## src/rtl/adc_lvds_pkg.sv

```systemverilog
`default_nettype none

package adc_lvds_pkg;

   // --------------------
   // sample word and lane geometry
   localparam int word_w       = 16;   // one adc sample
   localparam int lanes_per_ch = 2;    // lvds lanes per channel
   localparam int bits_per_clk = 4;    // 2 lanes x (even + odd) per dclk

   // --------------------
   // word assembly
   localparam int shift_w = 16;        // depth of each lane shift register
   localparam int pick_hi = 11;        // shift index of the msb nibble
   localparam int pick_lo = 8;         // shift index of the lsb nibble

   // --------------------
   // frame clock
   localparam int fclk_sync_stages = 3;   // edge judged between last two stages

   typedef logic [word_w-1:0] word_t;     // sample word, same for cha and chb

endpackage

`default_nettype wire

```

## src/rtl/frame_edge_decode.sv

```systemverilog
`timescale 1ns/1ps
`default_nettype none

module frame_edge_decode (
   input  logic adc_dclk,     // divided bit clock from the adc
   input  logic rst,          // sync, active high
   input  logic fclk_i,       // frame clock, toggles once per word
   output logic rise_o,       // one-cycle strobe on fclk low->high
   output logic fall_o        // one-cycle strobe on fclk high->low
);

   // [0] is the first stage, top bit the last
   logic [adc_lvds_pkg::fclk_sync_stages-1:0] fclk_q;

   // --------------------
   // frame clock delay line
   always_ff @(posedge adc_dclk) begin
      if (rst) begin
         fclk_q <= '0;                        // idle low
      end else begin
         fclk_q <= {fclk_q[adc_lvds_pkg::fclk_sync_stages-2:0], fclk_i};
      end
   end

   // --------------------
   // edge decode, stage 2 against stage 3
   assign rise_o = fclk_q[adc_lvds_pkg::fclk_sync_stages-2]
                 & ~fclk_q[adc_lvds_pkg::fclk_sync_stages-1];   // new high, old low
   assign fall_o = ~fclk_q[adc_lvds_pkg::fclk_sync_stages-2]
                 & fclk_q[adc_lvds_pkg::fclk_sync_stages-1];    // new low, old high

   // strobes never coincide, and fclk never toggles on consecutive cycles
   assert property (@(posedge adc_dclk) disable iff (rst)
      (rise_o || fall_o) |-> !(rise_o && fall_o) ##1 !(rise_o || fall_o))
      else $error("frame_edge_decode: overlapping or back-to-back frame strobes");

endmodule

`default_nettype wire

```

## src/rtl/lane_word_assembler.sv

```systemverilog
`timescale 1ns/1ps
`default_nettype none

module lane_word_assembler (
   input  logic                adc_dclk,   // divided bit clock
   input  logic                rst,        // sync, active high
   input  logic                l0_e_i,     // lane0, rising-edge bit
   input  logic                l0_o_i,     // lane0, falling-edge bit
   input  logic                l1_e_i,     // lane1, rising-edge bit
   input  logic                l1_o_i,     // lane1, falling-edge bit
   output adc_lvds_pkg::word_t word_o      // assembled sample, registered
);

   logic [adc_lvds_pkg::lanes_per_ch-1:0] lane_e;   // even bits, index = lane
   logic [adc_lvds_pkg::lanes_per_ch-1:0] lane_o;   // odd bits, index = lane

   logic [adc_lvds_pkg::shift_w-1:0] sr_e [adc_lvds_pkg::lanes_per_ch];  // even history
   logic [adc_lvds_pkg::shift_w-1:0] sr_o [adc_lvds_pkg::lanes_per_ch];  // odd history

   adc_lvds_pkg::word_t word_d;                     // interleaved pick, before the register

   assign lane_e = {l1_e_i, l0_e_i};
   assign lane_o = {l1_o_i, l0_o_i};

   // --------------------
   // bit history, newest bit at index 0
   always_ff @(posedge adc_dclk) begin
      for (int l = 0; l < adc_lvds_pkg::lanes_per_ch; l++) begin
         sr_e[l] <= {sr_e[l][adc_lvds_pkg::shift_w-2:0], lane_e[l]};
         sr_o[l] <= {sr_o[l][adc_lvds_pkg::shift_w-2:0], lane_o[l]};
      end
   end

   // --------------------
   // interleave
   // each shift index gives one nibble {l1_e, l0_e, l1_o, l0_o};
   // pick_hi is the oldest nibble of the word and lands in the msbs
   always_comb begin
      word_d = '0;
      for (int n = 0; n <= adc_lvds_pkg::pick_hi - adc_lvds_pkg::pick_lo; n++) begin
         for (int l = 0; l < adc_lvds_pkg::lanes_per_ch; l++) begin
            // even bits fill the upper half of the nibble
            word_d[n*adc_lvds_pkg::bits_per_clk + adc_lvds_pkg::lanes_per_ch + l] =
               sr_e[l][adc_lvds_pkg::pick_lo + n];
            // odd bits fill the lower half
            word_d[n*adc_lvds_pkg::bits_per_clk + l] =
               sr_o[l][adc_lvds_pkg::pick_lo + n];
         end
      end
   end

   // --------------------
   // output register
   // word is complete one cycle after its last nibble reaches pick_lo
   always_ff @(posedge adc_dclk) begin
      if (rst) begin
         word_o <= '0;
      end else begin
         word_o <= word_d;                    // updated every cycle, strobe picks it
      end
   end

endmodule

`default_nettype wire

```

## src/rtl/frame_word_result.sv

```systemverilog
`timescale 1ns/1ps
`default_nettype none

module frame_word_result (
   input  logic                adc_dclk,   // divided bit clock
   input  logic                rst,        // sync, active high
   input  logic                rise_i,     // fclk rising-edge strobe
   input  logic                fall_i,     // fclk falling-edge strobe
   input  adc_lvds_pkg::word_t word_a_i,   // cha assembled word
   input  adc_lvds_pkg::word_t word_b_i,   // chb assembled word
   output adc_lvds_pkg::word_t data_a_o,   // cha sample, holds between pulses
   output adc_lvds_pkg::word_t data_b_o,   // chb sample, holds between pulses
   output logic                valid_o     // one cycle per frame edge
);

   adc_lvds_pkg::word_t rise_a_q;   // cha word taken on fclk rise
   adc_lvds_pkg::word_t rise_b_q;   // chb word taken on fclk rise
   adc_lvds_pkg::word_t fall_a_q;   // cha word taken on fclk fall
   adc_lvds_pkg::word_t fall_b_q;   // chb word taken on fclk fall
   logic                last_rise_q;   // output select, 1 = rise registers
   logic                valid_q;

   // --------------------
   // rising-edge capture
   always_ff @(posedge adc_dclk) begin
      if (rst) begin
         rise_a_q <= '0;
         rise_b_q <= '0;
      end else if (rise_i) begin
         rise_a_q <= word_a_i;
         rise_b_q <= word_b_i;
      end
   end

   // --------------------
   // falling-edge capture
   always_ff @(posedge adc_dclk) begin
      if (rst) begin
         fall_a_q <= '0;
         fall_b_q <= '0;
      end else if (fall_i) begin
         fall_a_q <= word_a_i;
         fall_b_q <= word_b_i;
      end
   end

   // --------------------
   // output select and valid
   always_ff @(posedge adc_dclk) begin
      if (rst) begin
         last_rise_q <= 1'b0;                 // fall registers, both zero after reset
         valid_q     <= 1'b0;
      end else begin
         if (rise_i || fall_i) begin
            last_rise_q <= rise_i;            // follow the edge just captured
         end
         valid_q <= rise_i || fall_i;         // same cycle as the data update
      end
   end

   // ping-pong read, data moves only with a strobe
   assign data_a_o = last_rise_q ? rise_a_q : fall_a_q;
   assign data_b_o = last_rise_q ? rise_b_q : fall_b_q;
   assign valid_o  = valid_q;

   // frame edges are at least a word apart, so valid is a single pulse
   assert property (@(posedge adc_dclk) disable iff (rst)
      valid_o |=> !valid_o)
      else $error("frame_word_result: valid_o high on consecutive cycles");

   // data never moves without a valid pulse
   assert property (@(posedge adc_dclk) disable iff (rst)
      !($stable(data_a_o) && $stable(data_b_o)) |-> valid_o)
      else $error("frame_word_result: output data changed without valid_o");

endmodule

`default_nettype wire

```

## src/rtl/adc3663_lvds_rx.sv

```systemverilog
`timescale 1ns/1ps
`default_nettype none

module adc3663_lvds_rx (
   input  logic                adc_dclk,     // divided bit clock from the adc
   input  logic                rst,          // sync, active high
   input  logic                fclk_i,       // frame clock
   // cha lanes, already split by the ddr input cell
   input  logic                da0_e_i,
   input  logic                da0_o_i,
   input  logic                da1_e_i,
   input  logic                da1_o_i,
   // chb lanes
   input  logic                db0_e_i,
   input  logic                db0_o_i,
   input  logic                db1_e_i,
   input  logic                db1_o_i,
   output adc_lvds_pkg::word_t data_cha_o,
   output adc_lvds_pkg::word_t data_chb_o,
   output logic                valid_o
);

   logic                rise;     // fclk rising strobe
   logic                fall;     // fclk falling strobe
   adc_lvds_pkg::word_t word_a;   // cha assembled word
   adc_lvds_pkg::word_t word_b;   // chb assembled word

   // --------------------
   // decode
   frame_edge_decode i_frame_edge_decode (
      .adc_dclk (adc_dclk),
      .rst      (rst),
      .fclk_i   (fclk_i),
      .rise_o   (rise),
      .fall_o   (fall)
   );

   // --------------------
   // execute, one assembler per channel
   lane_word_assembler i_lane_word_assembler_cha (
      .adc_dclk (adc_dclk),
      .rst      (rst),
      .l0_e_i   (da0_e_i),
      .l0_o_i   (da0_o_i),
      .l1_e_i   (da1_e_i),
      .l1_o_i   (da1_o_i),
      .word_o   (word_a)
   );

   lane_word_assembler i_lane_word_assembler_chb (
      .adc_dclk (adc_dclk),
      .rst      (rst),
      .l0_e_i   (db0_e_i),
      .l0_o_i   (db0_o_i),
      .l1_e_i   (db1_e_i),
      .l1_o_i   (db1_o_i),
      .word_o   (word_b)
   );

   // --------------------
   // result
   frame_word_result i_frame_word_result (
      .adc_dclk (adc_dclk),
      .rst      (rst),
      .rise_i   (rise),
      .fall_i   (fall),
      .word_a_i (word_a),
      .word_b_i (word_b),
      .data_a_o (data_cha_o),
      .data_b_o (data_chb_o),
      .valid_o  (valid_o)
   );

endmodule

`default_nettype wire

```

## config.mk

```make
export PLATFORM = sky130hd
export DESIGN_NAME = adc3663_lvds_rx
export DESIGN_NICKNAME = d
export VERILOG_FILES = /design/src/rtl/adc_lvds_pkg.sv /design/src/rtl/frame_edge_decode.sv /design/src/rtl/lane_word_assembler.sv /design/src/rtl/frame_word_result.sv /design/src/rtl/adc3663_lvds_rx.sv
export SDC_FILE = /design/constraint.sdc
export NUM_CORES = 1
export LEC_CHECK = 0
export BUFFER_PORTS_ARGS = -buffer_cell sky130_fd_sc_hd__buf_2
export CAP_MARGIN = 20
export CORE_ASPECT_RATIO = 1.1
export CORE_MARGIN = 3
export CORE_UTILIZATION = 58
export CTS_CLUSTER_DIAMETER = 120
export DETAILED_ROUTE_END_ITERATION = 8
export PLACE_DENSITY = 0.74
export SLEW_MARGIN = 20
export SYNTH_ARGS = -nofsm -noshare
export SYNTH_HDL_FRONTEND = slang
export SYNTH_SLANG_ARGS = --single-unit
```

## constraint.sdc

```tcl
create_clock -name adc_dclk -period 1.48 [get_ports adc_dclk]
set_input_delay 0.37 -clock adc_dclk [delete_from_list [all_inputs] [get_ports adc_dclk]]
set_output_delay 0.37 -clock adc_dclk [all_outputs]
set_load 0.01 [all_outputs]
```

==> flow_metrics.py <==
metrics = {
    "setup_path": {
        "reg2reg_to": "i_frame_word_result.fall_a_q[3]",
        "worst-r2r-setup-slack_ps": 240,
        "cp_cell_sequence": "buf_12, mux2_2, buf_6",
        "worstPathRequired_ps": 1110,
        "critPathMaxFanout": 11,
        "critical-path-top-delay-family": "flip-flops",
        "critical_path.max_stage_delay_ps": 390,
        "cp-end-kind": "primary output",
        "worst-endpoint-arrival_ps": 1540,
        "reg2reg_depth": 5,
        "timing.critical_path.slowest_stage_cell": "sky130_fd_sc_hd__dfxtp_4",
        "setup.worst_path.start_class": "flip-flop",
        "worstReg2RegStart": "i_frame_edge_decode.fclk_q[1]",
        "critPathBufInv": 2,
        "setup.worst_path.class": "flip-flop to primary output",
    },
    "outcome": {
        "outcome": "finished, violations left",
        "failed_checks": "negative setup slack",
    },
    "worst_hold_path": {
        "timing.hold.worst_endpoint": "i_frame_edge_decode.fclk_q[0]",
        "holdCritPathClass": "input port to flip-flop",
        "depth_of_the_worst_hold_timing_path": 2,
        "critical_hold_path_startpoint": "fclk_i",
    },
    "placed_design": {
        "placement.io_buffers": 43,
        "hpwl_um": 4870,
        "dpl_cell_area_mm2": 0.00608,
        "gp_congestion": 0.700,
    },
    "timing": {
        "finalSetupViolations": 32,
        "worst_slew_margin_rel_pct": 72.3,
        "grt_setup_unrepaired": "yes",
        "holdWs_ps": 151,
        "tightest_pin_transition_ps": 416,
        "final_max_slew_viol_count": 0,
        "timing.final.crit_share_pct": 129,
        "skew_ps": 8.81,
        "fmaxAchievable_ghz": 0.524,
        "final.setup.worst_slack_ps": -428,
        "finalCriticalPeriod_ps": 1910,
        "finalHoldViolations": 0,
    },
    "detailed_routing": {
        "drt-initial-drc-count": 152,
        "via_per_inst": 4.83,
        "routed-via-count": 2938,
        "detailedRoute.firstPassIterationCount": 4,
        "ant_nets": 0,
        "wirelength_um": 8320,
        "drc_errors": 0,
        "routed_wire_length_per_instance_um": 13.7,
    },
    "cts": {
        "skew_pair_late_insertion_delay_ps": 520,
        "cts-root-to-sink-buffers": 2,
        "cts_setup_buffers": 0,
        "cts_buffers": 17,
        "clk_root_buffer_cell": "sky130_fd_sc_hd__clkbuf_8",
        "cts_tree": "done",
        "clkSinkCount": 197,
        "clk_transition_reported_paths_ps": 70,
        "htreeDepth": 4,
    },
    "synthesis": {
        "postSynthRegisterBits": 197,
        "ys_seq_area_share_pct": 68.4,
        "netlist-cell-type-count": 13,
        "postSynthCellCount": 422,
        "syn_area_per_cell_um2": 13.7,
        "ys.warnings.count": 0,
        "synthesis.area_mm2": 0.00577,
        "synth.net_count": 435,
    },
    "finish": {
        "fillerInstances": 624,
        "fin_area_mm2": 0.00692,
        "final_util_pct": 72.5,
        "num-nets-final": 491,
        "area_growth_pct": 19.9,
        "number_of_diodes_added_for_antenna_fixing": 0,
        "layout.cells.most_common": "sky130_fd_sc_hd__dfxtp_1",
        "drive_above_1_share_pct": 24.2,
        "multi_input_area_mm2": 0.00162,
        "final_cell_mix": "sky130_fd_sc_hd__dfxtp_1 (196), sky130_fd_sc_hd__nor2_1 (67), sky130_fd_sc_hd__mux2i_1 (65)",
        "seqCellArea_mm2": 0.00395,
    },
    "floorplanning": {
        "die_width_um": 101,
        "die_height_um": 111,
        "dieArea_mm2": 0.0112,
        "start_util_pct": 60.5,
        "placement_rows": 37,
        "core-area_mm2": 0.00954,
        "ioPinCount": 44,
    },
    "grt": {
        "vias_in_the_first_global_route": 3012,
        "grt_max_degree": 102,
        "globalRoute.totalOverflow": 0,
        "grt_pass1_wl_um": 14200,
        "antenna_found_initial": 0,
        "groute.usage.overall_pct": 16.1,
    },
    "power": {
        "ir_worst_vdd_v": 0.000981,
        "p_leak_nw": 2.79,
        "p_per_area_mw_per_mm2": 1490,
    },
    "job": {
        "drv_cap": 0,
    },
}
[synthesized netlist by cell type (all sizes together)]
master  instances  area [um^2]
buf            22          204
clkbuf          1         3.75
dfxtp         197         3940
ha              2         25.0
inv             2         7.51
mux2           32          469
mux2i          65          651
nor2           67          251
nor2b          34          213
[per-layer routing]
layer  part of all wire, %  GRT usage, %
met1                    47          19.9
met3                   2.9          5.94
met5                     0             0
met4                  0.87          4.79
met2                    49          26.0
[worst max-delay path by stage]
stage,start,to,slack [ps],depth (start not counted)
finish,i_frame_word_result.last_rise_q,data_cha_o[10],-430,3
global placement,i_frame_word_result.last_rise_q,data_cha_o[3],80,3
floorplan,i_frame_word_result.last_rise_q,data_cha_o[11],220,3
detailed placement,i_frame_word_result.last_rise_q,data_cha_o[5],70,3
global route,i_frame_word_result.last_rise_q,data_cha_o[8],-490,3
CTS,i_frame_word_result.last_rise_q,data_cha_o[10],-460,3
[metrics by stage]
step	worst slack, ps	TNS (ps)	cells	power, mW
final	-428	-12720	608	10.3
after global routing	-486	-14590	608	10.7
after CTS	-461	-13850	608	10.4
after detailed placement	69.7	0	568	5.98
after global placement	84.9	0	568	5.96
after floorplan	220	0	422	5.89
[worst reg2reg max path, cell delays in order (launching register included)]
cell and delay, ps:
sky130_fd_sc_hd__dfxtp_1 320, sky130_fd_sc_hd__inv_1 80, sky130_fd_sc_hd__ha_2 240, sky130_fd_sc_hd__buf_12 190
sky130_fd_sc_hd__mux2i_1 240, sky130_fd_sc_hd__nor2_1 50
[state kept, by name, summed over array words and instances, names as in the netlist]
register                          cells
i_frame_edge_decode.fclk_q            3
i_frame_word_result.fall_a_q         16
i_frame_word_result.fall_b_q         16
i_frame_word_result.last_rise_q       1
i_frame_word_result.rise_a_q         16
i_frame_word_result.rise_b_q         16
i_frame_word_result.valid_o           1
i_lane_word_assembler_cha.sr_e       24
i_lane_word_assembler_cha.sr_o       24
i_lane_word_assembler_cha.word_o     16
i_lane_word_assembler_chb.sr_e       24
i_lane_word_assembler_chb.sr_o       24
i_lane_word_assembler_chb.word_o     16
[report_power, final]
part	switching (mW)	total (mW)	leakage [nW]	internal [mW]
Clock	2.10	4.45	0.285	2.35
Sequential	0.0808	5.60	1.64	5.51
Combinational	0.133	0.283	0.872	0.150
[cell type report]
cell class | count | share of cell area [%]
inverters | 2 | 0.109
clock buffers | 17 | 5.99
repair buffers | 60 | 8.65
flip-flops and latches | 197 | 57.1
clock inverters | 15 | 2.68
well taps | 117 | 2.12
multi-input cells | 200 | 23.4
[kinds of logic after synthesis]
group	share of synthesized area [%]
multiplexers	19.4
AND/OR/NAND/NOR	8.05
buffers and inverters	3.73
flip-flops	68.4
adder cells (fa/ha/maj)	0.434
[what timing repair did]
item                                    4_1_cts  5_1_grt
hold buffers                                  8        0
cloned                                        0        0
endpoints found under the setup margin       32       32
gates resized for setup                      25        1
hold endpoints to repair                      8        0
No activity file was read; power rests on OpenSTA's default activity.
